**src/rtl/issue_macros.svh**
```systemverilog
`ifndef ISSUE_MACROS_SVH
`define ISSUE_MACROS_SVH

////////////////////////////////////////
// Datapath widths
////////////////////////////////////////

// PC and data width
`define ISSUE_XLEN 32
// GPR index width
`define ISSUE_REG_AW 5
// Step of the sequential PC
`define ISSUE_INST_BYTES 4

////////////////////////////////////////
// Enum encoding widths
////////////////////////////////////////

`define ISSUE_CLS_W 3
`define ISSUE_OP_W 4

`endif

```
**src/rtl/issue_pkg.sv**
```systemverilog
`include "issue_macros.svh"

package issue_pkg;

    // Execute unit an instruction needs
    typedef enum logic [`ISSUE_CLS_W-1:0] {
        CLS_ALU   = 3'd0,  // Either lane
        CLS_MUL   = 3'd1,  // Lane B only
        CLS_DIV   = 3'd2,
        CLS_ERTN  = 3'd3,
        CLS_CACOP = 3'd4
    } inst_class_e;

    typedef enum logic [`ISSUE_OP_W-1:0] {
        OP_ADD  = 4'd0,
        OP_SUB  = 4'd1,
        OP_AND  = 4'd2,
        OP_OR   = 4'd3,
        OP_XOR  = 4'd4,
        OP_SLL  = 4'd5,
        OP_SRL  = 4'd6,
        OP_SRA  = 4'd7,
        OP_SLT  = 4'd8,
        OP_SLTU = 4'd9   // Unsigned compare
    } alu_op_e;

endpackage

```
**src/rtl/issue_lane.sv**
```systemverilog
`include "issue_macros.svh"

module issue_lane import issue_pkg::*; (
    input  logic                      clk,
    input  logic                      rstn,
    input  logic                      i_stall_dcache,
    input  logic                      i_stall_ex,
    input  logic                      i_flush_br,
    input  logic                      i_valid,
    input  logic [`ISSUE_XLEN-1:0]    i_pc,
    input  logic [`ISSUE_XLEN-1:0]    i_pc_pre,
    input  logic [`ISSUE_XLEN-1:0]    i_imm,
    input  logic [`ISSUE_XLEN-1:0]    i_rdata1,
    input  logic [`ISSUE_XLEN-1:0]    i_rdata2,
    input  logic [`ISSUE_XLEN-1:0]    i_csr_rdata,
    input  inst_class_e               i_class,
    input  alu_op_e                   i_alu_op,
    input  logic                      i_rf_we,
    input  logic [`ISSUE_REG_AW-1:0]  i_rf_waddr,
    input  logic                      i_mem_we,
    output logic                      o_valid,
    output logic [`ISSUE_XLEN-1:0]    o_pc,
    output logic [`ISSUE_XLEN-1:0]    o_next_pc,
    output logic [`ISSUE_XLEN-1:0]    o_imm,
    output logic [`ISSUE_XLEN-1:0]    o_rdata1,
    output logic [`ISSUE_XLEN-1:0]    o_rdata2,
    output logic [`ISSUE_XLEN-1:0]    o_csr_rdata,
    output logic                      o_br_pd,
    output inst_class_e               o_class,
    output alu_op_e                   o_alu_op,
    output logic                      o_rf_we,
    output logic [`ISSUE_REG_AW-1:0]  o_rf_waddr,
    output logic                      o_mem_we
);

    logic                   stall;
    logic [`ISSUE_XLEN-1:0] pc_pre_q;
    logic [`ISSUE_XLEN-1:0] seq_pc;

    assign stall = i_stall_dcache | i_stall_ex;

    ////////////////////////////////////////
    // Slot register
    ////////////////////////////////////////

    always_ff @(posedge clk) begin
        if (!rstn || i_flush_br) begin  // Flush wins over stall
            o_valid     <= 1'b0;
            o_pc        <= '0;
            pc_pre_q    <= `ISSUE_XLEN'(`ISSUE_INST_BYTES);  // Reads as not taken
            o_imm       <= '0;
            o_rdata1    <= '0;
            o_rdata2    <= '0;
            o_csr_rdata <= '0;
            o_class     <= CLS_ALU;
            o_alu_op    <= OP_ADD;
            o_rf_we     <= 1'b0;
            o_rf_waddr  <= '0;
            o_mem_we    <= 1'b0;
        end else if (!stall) begin
            o_valid     <= i_valid;
            o_pc        <= i_pc;
            pc_pre_q    <= i_pc_pre;
            o_imm       <= i_imm;
            o_rdata1    <= i_rdata1;
            o_rdata2    <= i_rdata2;
            o_csr_rdata <= i_csr_rdata;
            o_class     <= i_class;
            o_alu_op    <= i_alu_op;
            o_rf_we     <= i_rf_we & i_valid;   // No writes from a bubble
            o_rf_waddr  <= i_rf_waddr;
            o_mem_we    <= i_mem_we & i_valid;
        end
    end

    ////////////////////////////////////////
    // Prediction and next PC
    ////////////////////////////////////////

    assign seq_pc    = o_pc + `ISSUE_XLEN'(`ISSUE_INST_BYTES);
    assign o_br_pd   = (pc_pre_q != seq_pc);          // Predicted away from fall-through
    assign o_next_pc = o_valid ? pc_pre_q : seq_pc;

endmodule

```
**src/rtl/issue_route.sv**
```systemverilog
`include "issue_macros.svh"

module issue_route import issue_pkg::*; (
    input  logic                      i_s0_valid,
    input  logic [`ISSUE_XLEN-1:0]    i_s0_pc,
    input  logic [`ISSUE_XLEN-1:0]    i_s0_next_pc,
    input  logic [`ISSUE_XLEN-1:0]    i_s0_imm,
    input  logic [`ISSUE_XLEN-1:0]    i_s0_rdata1,
    input  logic [`ISSUE_XLEN-1:0]    i_s0_rdata2,
    input  logic [`ISSUE_XLEN-1:0]    i_s0_csr_rdata,
    input  logic                      i_s0_br_pd,
    input  inst_class_e               i_s0_class,
    input  alu_op_e                   i_s0_alu_op,
    input  logic                      i_s0_rf_we,
    input  logic [`ISSUE_REG_AW-1:0]  i_s0_rf_waddr,
    input  logic                      i_s0_mem_we,
    input  logic                      i_s1_valid,
    input  logic [`ISSUE_XLEN-1:0]    i_s1_pc,
    input  logic [`ISSUE_XLEN-1:0]    i_s1_next_pc,
    input  logic [`ISSUE_XLEN-1:0]    i_s1_imm,
    input  logic [`ISSUE_XLEN-1:0]    i_s1_rdata1,
    input  logic [`ISSUE_XLEN-1:0]    i_s1_rdata2,
    input  logic [`ISSUE_XLEN-1:0]    i_s1_csr_rdata,
    input  logic                      i_s1_br_pd,
    input  inst_class_e               i_s1_class,
    input  alu_op_e                   i_s1_alu_op,
    input  logic                      i_s1_rf_we,
    input  logic [`ISSUE_REG_AW-1:0]  i_s1_rf_waddr,
    input  logic                      i_s1_mem_we,
    output logic                      o_ex_a_valid,
    output logic [`ISSUE_XLEN-1:0]    o_ex_a_pc,
    output logic [`ISSUE_XLEN-1:0]    o_ex_a_next_pc,
    output logic                      o_ex_a_br_pd,
    output alu_op_e                   o_ex_a_alu_op,
    output logic [`ISSUE_XLEN-1:0]    o_ex_a_imm,
    output logic [`ISSUE_XLEN-1:0]    o_ex_a_rdata1,
    output logic [`ISSUE_XLEN-1:0]    o_ex_a_rdata2,
    output logic                      o_ex_a_rf_we,
    output logic [`ISSUE_REG_AW-1:0]  o_ex_a_rf_waddr,
    output logic                      o_ex_a_mem_we,
    output logic                      o_ex_b_valid,
    output logic [`ISSUE_XLEN-1:0]    o_ex_b_pc,
    output logic [`ISSUE_XLEN-1:0]    o_ex_b_next_pc,
    output logic                      o_ex_b_br_pd,
    output alu_op_e                   o_ex_b_alu_op,
    output logic [`ISSUE_XLEN-1:0]    o_ex_b_imm,
    output logic [`ISSUE_XLEN-1:0]    o_ex_b_rdata1,
    output logic [`ISSUE_XLEN-1:0]    o_ex_b_rdata2,
    output logic                      o_ex_b_rf_we,
    output logic [`ISSUE_REG_AW-1:0]  o_ex_b_rf_waddr,
    output logic                      o_ex_b_mem_we,
    output logic                      o_div_en,
    output logic                      o_mul_en,
    output logic                      o_ertn_check,
    output logic                      o_cacop_en,
    output logic [`ISSUE_XLEN-1:0]    o_csr_rdata
);

    logic        swap;
    logic        b_valid;
    inst_class_e b_class;

    // Special units hang off lane B only
    assign swap = (i_s0_class != CLS_ALU);

    ////////////////////////////////////////
    // Lane A
    ////////////////////////////////////////

    assign o_ex_a_valid    = swap ? i_s1_valid    : i_s0_valid;
    assign o_ex_a_pc       = swap ? i_s1_pc       : i_s0_pc;
    assign o_ex_a_next_pc  = swap ? i_s1_next_pc  : i_s0_next_pc;
    assign o_ex_a_br_pd    = swap ? i_s1_br_pd    : i_s0_br_pd;
    assign o_ex_a_alu_op   = swap ? i_s1_alu_op   : i_s0_alu_op;
    assign o_ex_a_imm      = swap ? i_s1_imm      : i_s0_imm;
    assign o_ex_a_rdata1   = swap ? i_s1_rdata1   : i_s0_rdata1;
    assign o_ex_a_rdata2   = swap ? i_s1_rdata2   : i_s0_rdata2;
    assign o_ex_a_rf_we    = swap ? i_s1_rf_we    : i_s0_rf_we;
    assign o_ex_a_rf_waddr = swap ? i_s1_rf_waddr : i_s0_rf_waddr;
    assign o_ex_a_mem_we   = swap ? i_s1_mem_we   : i_s0_mem_we;

    ////////////////////////////////////////
    // Lane B and special units
    ////////////////////////////////////////

    assign b_valid         = swap ? i_s0_valid    : i_s1_valid;
    assign b_class         = swap ? i_s0_class    : i_s1_class;
    assign o_ex_b_valid    = b_valid;
    assign o_ex_b_pc       = swap ? i_s0_pc       : i_s1_pc;
    assign o_ex_b_next_pc  = swap ? i_s0_next_pc  : i_s1_next_pc;
    assign o_ex_b_br_pd    = swap ? i_s0_br_pd    : i_s1_br_pd;
    assign o_ex_b_alu_op   = swap ? i_s0_alu_op   : i_s1_alu_op;
    assign o_ex_b_imm      = swap ? i_s0_imm      : i_s1_imm;
    assign o_ex_b_rdata1   = swap ? i_s0_rdata1   : i_s1_rdata1;
    assign o_ex_b_rdata2   = swap ? i_s0_rdata2   : i_s1_rdata2;
    assign o_ex_b_rf_we    = swap ? i_s0_rf_we    : i_s1_rf_we;
    assign o_ex_b_rf_waddr = swap ? i_s0_rf_waddr : i_s1_rf_waddr;
    assign o_ex_b_mem_we   = swap ? i_s0_mem_we   : i_s1_mem_we;

    assign o_div_en     = b_valid && (b_class == CLS_DIV);
    assign o_mul_en     = b_valid && (b_class == CLS_MUL);
    assign o_ertn_check = b_valid && (b_class == CLS_ERTN);
    assign o_cacop_en   = b_valid && (b_class == CLS_CACOP);
    assign o_csr_rdata  = swap ? i_s0_csr_rdata : i_s1_csr_rdata;  // From the lane-B slot

endmodule

```
**src/rtl/issue_top.sv**
```systemverilog
`include "issue_macros.svh"

module issue_top import issue_pkg::*; (
    input  logic                      clk,
    input  logic                      rstn,
    input  logic                      i_stall_dcache,
    input  logic                      i_stall_ex,
    input  logic                      i_flush_br,
    input  logic                      i_s0_valid,
    input  logic [`ISSUE_XLEN-1:0]    i_s0_pc,
    input  logic [`ISSUE_XLEN-1:0]    i_s0_pc_pre,
    input  inst_class_e               i_s0_class,
    input  alu_op_e                   i_s0_alu_op,
    input  logic [`ISSUE_XLEN-1:0]    i_s0_imm,
    input  logic [`ISSUE_XLEN-1:0]    i_s0_rdata1,
    input  logic [`ISSUE_XLEN-1:0]    i_s0_rdata2,
    input  logic [`ISSUE_XLEN-1:0]    i_s0_csr_rdata,
    input  logic                      i_s0_rf_we,
    input  logic [`ISSUE_REG_AW-1:0]  i_s0_rf_waddr,
    input  logic                      i_s0_mem_we,
    input  logic                      i_s1_valid,
    input  logic [`ISSUE_XLEN-1:0]    i_s1_pc,
    input  logic [`ISSUE_XLEN-1:0]    i_s1_pc_pre,
    input  inst_class_e               i_s1_class,
    input  alu_op_e                   i_s1_alu_op,
    input  logic [`ISSUE_XLEN-1:0]    i_s1_imm,
    input  logic [`ISSUE_XLEN-1:0]    i_s1_rdata1,
    input  logic [`ISSUE_XLEN-1:0]    i_s1_rdata2,
    input  logic [`ISSUE_XLEN-1:0]    i_s1_csr_rdata,
    input  logic                      i_s1_rf_we,
    input  logic [`ISSUE_REG_AW-1:0]  i_s1_rf_waddr,
    input  logic                      i_s1_mem_we,
    output logic                      o_ex_a_valid,
    output logic [`ISSUE_XLEN-1:0]    o_ex_a_pc,
    output logic [`ISSUE_XLEN-1:0]    o_ex_a_next_pc,
    output logic                      o_ex_a_br_pd,
    output alu_op_e                   o_ex_a_alu_op,
    output logic [`ISSUE_XLEN-1:0]    o_ex_a_imm,
    output logic [`ISSUE_XLEN-1:0]    o_ex_a_rdata1,
    output logic [`ISSUE_XLEN-1:0]    o_ex_a_rdata2,
    output logic                      o_ex_a_rf_we,
    output logic [`ISSUE_REG_AW-1:0]  o_ex_a_rf_waddr,
    output logic                      o_ex_a_mem_we,
    output logic                      o_ex_b_valid,
    output logic [`ISSUE_XLEN-1:0]    o_ex_b_pc,
    output logic [`ISSUE_XLEN-1:0]    o_ex_b_next_pc,
    output logic                      o_ex_b_br_pd,
    output alu_op_e                   o_ex_b_alu_op,
    output logic [`ISSUE_XLEN-1:0]    o_ex_b_imm,
    output logic [`ISSUE_XLEN-1:0]    o_ex_b_rdata1,
    output logic [`ISSUE_XLEN-1:0]    o_ex_b_rdata2,
    output logic                      o_ex_b_rf_we,
    output logic [`ISSUE_REG_AW-1:0]  o_ex_b_rf_waddr,
    output logic                      o_ex_b_mem_we,
    output logic                      o_div_en,
    output logic                      o_mul_en,
    output logic                      o_ertn_check,
    output logic                      o_cacop_en,
    output logic [`ISSUE_XLEN-1:0]    o_csr_rdata
);

    ////////////////////////////////////////
    // Registered slots
    ////////////////////////////////////////

    logic                     s0_valid,     s1_valid;
    logic [`ISSUE_XLEN-1:0]   s0_pc,        s1_pc;
    logic [`ISSUE_XLEN-1:0]   s0_next_pc,   s1_next_pc;
    logic [`ISSUE_XLEN-1:0]   s0_imm,       s1_imm;
    logic [`ISSUE_XLEN-1:0]   s0_rdata1,    s1_rdata1;
    logic [`ISSUE_XLEN-1:0]   s0_rdata2,    s1_rdata2;
    logic [`ISSUE_XLEN-1:0]   s0_csr_rdata, s1_csr_rdata;
    logic                     s0_br_pd,     s1_br_pd;
    inst_class_e              s0_class,     s1_class;
    alu_op_e                  s0_alu_op,    s1_alu_op;
    logic                     s0_rf_we,     s1_rf_we;
    logic [`ISSUE_REG_AW-1:0] s0_rf_waddr,  s1_rf_waddr;
    logic                     s0_mem_we,    s1_mem_we;

    issue_lane lane0 (
        .clk(clk), .rstn(rstn),
        .i_stall_dcache(i_stall_dcache), .i_stall_ex(i_stall_ex), .i_flush_br(i_flush_br),
        .i_valid(i_s0_valid), .i_pc(i_s0_pc), .i_pc_pre(i_s0_pc_pre),
        .i_imm(i_s0_imm), .i_rdata1(i_s0_rdata1), .i_rdata2(i_s0_rdata2),
        .i_csr_rdata(i_s0_csr_rdata), .i_class(i_s0_class), .i_alu_op(i_s0_alu_op),
        .i_rf_we(i_s0_rf_we), .i_rf_waddr(i_s0_rf_waddr), .i_mem_we(i_s0_mem_we),
        .o_valid(s0_valid), .o_pc(s0_pc), .o_next_pc(s0_next_pc),
        .o_imm(s0_imm), .o_rdata1(s0_rdata1), .o_rdata2(s0_rdata2),
        .o_csr_rdata(s0_csr_rdata), .o_br_pd(s0_br_pd), .o_class(s0_class),
        .o_alu_op(s0_alu_op), .o_rf_we(s0_rf_we), .o_rf_waddr(s0_rf_waddr),
        .o_mem_we(s0_mem_we)
    );

    issue_lane lane1 (
        .clk(clk), .rstn(rstn),
        .i_stall_dcache(i_stall_dcache), .i_stall_ex(i_stall_ex), .i_flush_br(i_flush_br),
        .i_valid(i_s1_valid), .i_pc(i_s1_pc), .i_pc_pre(i_s1_pc_pre),
        .i_imm(i_s1_imm), .i_rdata1(i_s1_rdata1), .i_rdata2(i_s1_rdata2),
        .i_csr_rdata(i_s1_csr_rdata), .i_class(i_s1_class), .i_alu_op(i_s1_alu_op),
        .i_rf_we(i_s1_rf_we), .i_rf_waddr(i_s1_rf_waddr), .i_mem_we(i_s1_mem_we),
        .o_valid(s1_valid), .o_pc(s1_pc), .o_next_pc(s1_next_pc),
        .o_imm(s1_imm), .o_rdata1(s1_rdata1), .o_rdata2(s1_rdata2),
        .o_csr_rdata(s1_csr_rdata), .o_br_pd(s1_br_pd), .o_class(s1_class),
        .o_alu_op(s1_alu_op), .o_rf_we(s1_rf_we), .o_rf_waddr(s1_rf_waddr),
        .o_mem_we(s1_mem_we)
    );

    ////////////////////////////////////////
    // Lane steering
    ////////////////////////////////////////

    issue_route route0 (
        .i_s0_valid(s0_valid), .i_s0_pc(s0_pc), .i_s0_next_pc(s0_next_pc),
        .i_s0_imm(s0_imm), .i_s0_rdata1(s0_rdata1), .i_s0_rdata2(s0_rdata2),
        .i_s0_csr_rdata(s0_csr_rdata), .i_s0_br_pd(s0_br_pd), .i_s0_class(s0_class),
        .i_s0_alu_op(s0_alu_op), .i_s0_rf_we(s0_rf_we), .i_s0_rf_waddr(s0_rf_waddr),
        .i_s0_mem_we(s0_mem_we),
        .i_s1_valid(s1_valid), .i_s1_pc(s1_pc), .i_s1_next_pc(s1_next_pc),
        .i_s1_imm(s1_imm), .i_s1_rdata1(s1_rdata1), .i_s1_rdata2(s1_rdata2),
        .i_s1_csr_rdata(s1_csr_rdata), .i_s1_br_pd(s1_br_pd), .i_s1_class(s1_class),
        .i_s1_alu_op(s1_alu_op), .i_s1_rf_we(s1_rf_we), .i_s1_rf_waddr(s1_rf_waddr),
        .i_s1_mem_we(s1_mem_we),
        .o_ex_a_valid(o_ex_a_valid), .o_ex_a_pc(o_ex_a_pc), .o_ex_a_next_pc(o_ex_a_next_pc),
        .o_ex_a_br_pd(o_ex_a_br_pd), .o_ex_a_alu_op(o_ex_a_alu_op), .o_ex_a_imm(o_ex_a_imm),
        .o_ex_a_rdata1(o_ex_a_rdata1), .o_ex_a_rdata2(o_ex_a_rdata2),
        .o_ex_a_rf_we(o_ex_a_rf_we), .o_ex_a_rf_waddr(o_ex_a_rf_waddr),
        .o_ex_a_mem_we(o_ex_a_mem_we),
        .o_ex_b_valid(o_ex_b_valid), .o_ex_b_pc(o_ex_b_pc), .o_ex_b_next_pc(o_ex_b_next_pc),
        .o_ex_b_br_pd(o_ex_b_br_pd), .o_ex_b_alu_op(o_ex_b_alu_op), .o_ex_b_imm(o_ex_b_imm),
        .o_ex_b_rdata1(o_ex_b_rdata1), .o_ex_b_rdata2(o_ex_b_rdata2),
        .o_ex_b_rf_we(o_ex_b_rf_we), .o_ex_b_rf_waddr(o_ex_b_rf_waddr),
        .o_ex_b_mem_we(o_ex_b_mem_we),
        .o_div_en(o_div_en), .o_mul_en(o_mul_en), .o_ertn_check(o_ertn_check),
        .o_cacop_en(o_cacop_en), .o_csr_rdata(o_csr_rdata)
    );

endmodule

```
**config.mk**
```make
export PLATFORM = sky130hd
export DESIGN_NAME = issue_top
export DESIGN_NICKNAME = d
export VERILOG_FILES = /design/src/rtl/issue_pkg.sv /design/src/rtl/issue_lane.sv /design/src/rtl/issue_route.sv /design/src/rtl/issue_top.sv
export VERILOG_INCLUDE_DIRS = /design/src /design/src/rtl
export SDC_FILE = /design/constraint.sdc
export NUM_CORES = 1
export LEC_CHECK = 0
export BUFFER_PORTS_ARGS = -buffer_cell sky130_fd_sc_hd__buf_2
export CORE_AREA = 10 10 305 307
export CTS_CLUSTER_SIZE = 16
export DETAILED_ROUTE_END_ITERATION = 8
export DIE_AREA = 0 0 315 317
export PLACE_DENSITY_LB_ADDON = 0.05
export SLEW_MARGIN = 30
export SYNTH_ARGS = -nofsm -noshare
export SYNTH_HDL_FRONTEND = slang
export SYNTH_SLANG_ARGS = --single-unit
```
**constraint.sdc**
```tcl
create_clock -name clk -period 3.3 [get_ports clk]
set_input_delay 0.33 -clock clk [delete_from_list [all_inputs] [get_ports clk]]
set_output_delay 0.33 -clock clk [all_outputs]
set_load 0.005 [all_outputs]
```
==> results_dict.tcl <==
set metrics [dict create \
    die_x_um 315 \
    final_common_cell "nand2_1" \
    cts_made_buffers 54 \
    area_delta_synth_final_pct 56.4 \
    hpwlAfterDp_mm 91.7 \
    cp.required_ns 2.97 \
    yosys.area.top_type "dfxtp_1" \
    synth_nets 3808 \
    post_drt_via_cell_ratio 4.59 \
    rows 108 \
    min_period_over_period_pct 115 \
    critPathMaxFanout 4 \
    die_h_um 317 \
    wire_per_inst_um 20.9 \
    start_util_pct 25.4 \
    hold_ws_ns 0.0443 \
    dr.pass1.iters 6 \
    synth.avg_cell_area_sq_um 6.48 \
    critPathSlowestCell "or4_4" \
    ir_worst_vdd_uv 393 \
    cts_sinks 414 \
    cts_buffer_depth 3 \
    seqCellArea_sq_um 8300 \
    grt_pass1_vias 26893 \
    path_clk_slew_ns 0.06 \
    layoutNonFillerInstCount 5753 \
    criticalPathCategory "reg -> out" \
    dp_cells 5237 \
    critPathLaunchType "register" \
    cp_num_buf_inv 4 \
    r2r-start "lane1.pc_pre_q[2]$_SDFFE_PP1N_" \
    synthCells 3387 \
    grt_overflow_total 0 \
    slew_headroom_pct 52.6 \
    antenna_found_initial 20 \
    rsz0062_at_grt "yes" \
    worstPathArrival_ns 3.47 \
    core_area_sq_um 86600 \
    p_total_mw 12.9 \
    ioPinCount 801 \
    crit_chain "buf_6 -> nand4_1 -> buf_4 -> or4_4 -> nor2_4 -> xnor2_1 -> nand4_1 -> or4_4 -> nor4_4 -> buf_4 -> o2bb2a_4 -> buf_6" \
    max_freq_ghz 0.263 \
    leakage_nw 16.1 \
    finClkSkew_ns 0 \
    hp-class "in -> reg" \
    worstHoldStart "i_s1_pc[26]" \
    period_needed_ns 3.80 \
    remaining_drc_errors 0 \
    async_flop_share_pct 0 \
    slowest_delay_ns 0.54 \
    drt_iter0_drc 1446 \
    cts_tree "done" \
    powerDensity_nw_per_um2 377 \
    htree_num_levels 2 \
    setup_viol_count_final 3 \
    post-place-ws_ns -0.155 \
    maxCapViolations 0 \
    synth.area.top_cells "dfxtp_1 (38%), nand2_1 (30%), a21oi_1 (10%)" \
    drive_gt1_share_pct 25.3 \
    n_fill_cell 9387 \
    clk_latency_ns 0.62 \
    gp_congestion 0.877 \
    path_delay_family "simple AND/OR/NAND/NOR gates" \
    vias 26417 \
    status "finished with violations" \
    synth_top_area_share_pct 37.7 \
    cts_root_buf "clkbuf_16" \
    synth_ff_type "dfxtp_1" \
    multi_input_area_sq_um 13100 \
    setup.worst_path.start "lane0.o_pc[3]$_SDFFE_PP0N_" \
    grt_use_total_pct 22.8 \
    routed_wl_mm 120 \
    mostFrequentLayoutCells "nand2_1 (1,748), buf_2 (799), a21oi_1 (441)" \
    synth_seq_cells 414 \
    ys_warn_count 0 \
    nNetsFinal 4971 \
    ys_seq_area_share_pct 37.7 \
    grt_max_degree 106 \
    violations "negative setup slack" \
    hold_viol 0 \
    tightest_slew_ns 0.706 \
    slew_viol_final 0 \
    setup_ws_ns -0.497 \
    synth_area_sq_um 22000 \
    grt_pass1_wl_mm 174 \
    place.port_buffers 800 \
    ant_nets 0 \
    ys_types 62 \
    synth_edf_count 0 \
    die-area_sq_um 99900 \
    worstSetupEndpointType "output pin" \
]
==> worst reg2reg max path: stages (launching register included) <==
cell and delay, ns:
dfxtp_1 0.37, buf_4 0.17, nand2_1 0.06, nand3_1 0.08, dlygate4sd3_1 0.56
==> power by group <==
| group | switching, mW | internal [mW] |
|---|---|---|
| sequential | 0.100 | 5.11 |
| combinational | 1.10 | 0.932 |
| clock | 2.44 | 3.27 |
==> cell families after synthesis <==
| group | after synthesis | share of synthesized area (%) |
|---|---|---|
| buffers and inverters | 288 | 5.10 |
| multiplexers | 88 | 4.02 |
| flip-flops | 414 | 37.7 |
| adder cells (fa/ha/maj) | 2 | 0.114 |
| AO/OA/AOI/OAI | 523 | 12.4 |
| AND/OR/NAND/NOR | 1955 | 35.3 |
| XOR/XNOR | 117 | 5.25 |
==> cell usage after synthesis, drive strengths merged (15+ instances only) <==
| cell type | number |
|---|---|
| nand4 | 25 |
| o21ai | 35 |
| nor3 | 23 |
| nor2 | 48 |
| xor2 | 40 |
| a21oi | 455 |
| nand3 | 36 |
| nand2 | 1750 |
| buf | 52 |
| inv | 15 |
| xnor2 | 68 |
| mux2i | 87 |
| dfxtp | 414 |
| clkbuf | 220 |
| nor4 | 21 |
==> stage by stage <==
step / utilization [%] / area, sq um / TNS (ns)
after floorplan: - / 22000 / 0
after global placement: 32.3 / 28000 / -0.306
after detailed placement: 32.3 / 28000 / -0.273
after CTS: 39.2 / 33900 / -1.60
after global routing: 39.6 / 34300 / -1.59
final: 39.6 / 34300 / -0.949
==> path summary, 6_finish.rpt <==
check | endpoint | slack [ns] | depth (start not counted)
max | o_ex_a_br_pd | -0.50 | 12
min | lane1.o_pc[26]$_SDFFE_PP0N_ | 0.04 | 3
max reg2reg | lane1.pc_pre_q[2]$_SDFFE_PP1N_ | 1.95 | 4
min reg2reg | lane0.o_csr_rdata[30]$_SDFFE_PP0N_ | 0.45 | 2
==> layout make-up <==
| class | count | share of cell area, % |
|---|---|---|
| tap | 1155 | 4.21 |
| multi-input combinational | 2685 | 38.1 |
| clock buffer | 82 | 4.59 |
| timing repair buffer | 1379 | 28.4 |
| sequential | 414 | 24.2 |
| inverter | 16 | 0.175 |
| clock inverter | 13 | 0.262 |
| antenna | 9 | 0.0656 |
==> routing by layer <==
metal  track usage [%]  routed length [um]
met5                 0                  67
met4              10.0                5760
met3              5.14                6870
met2              40.6               60000
met1              25.7               47600
==> what timing repair did <==
action                                 in CTS  in global routing
resized for setup                          57                 67
endpoints found under the hold margin     392                  0
pin swaps                                  10                 21
setup buffers                              10                 10
hold buffers                              396                  0
setup endpoints to repair                  28                 38
(Power assumes the default switching activity.)
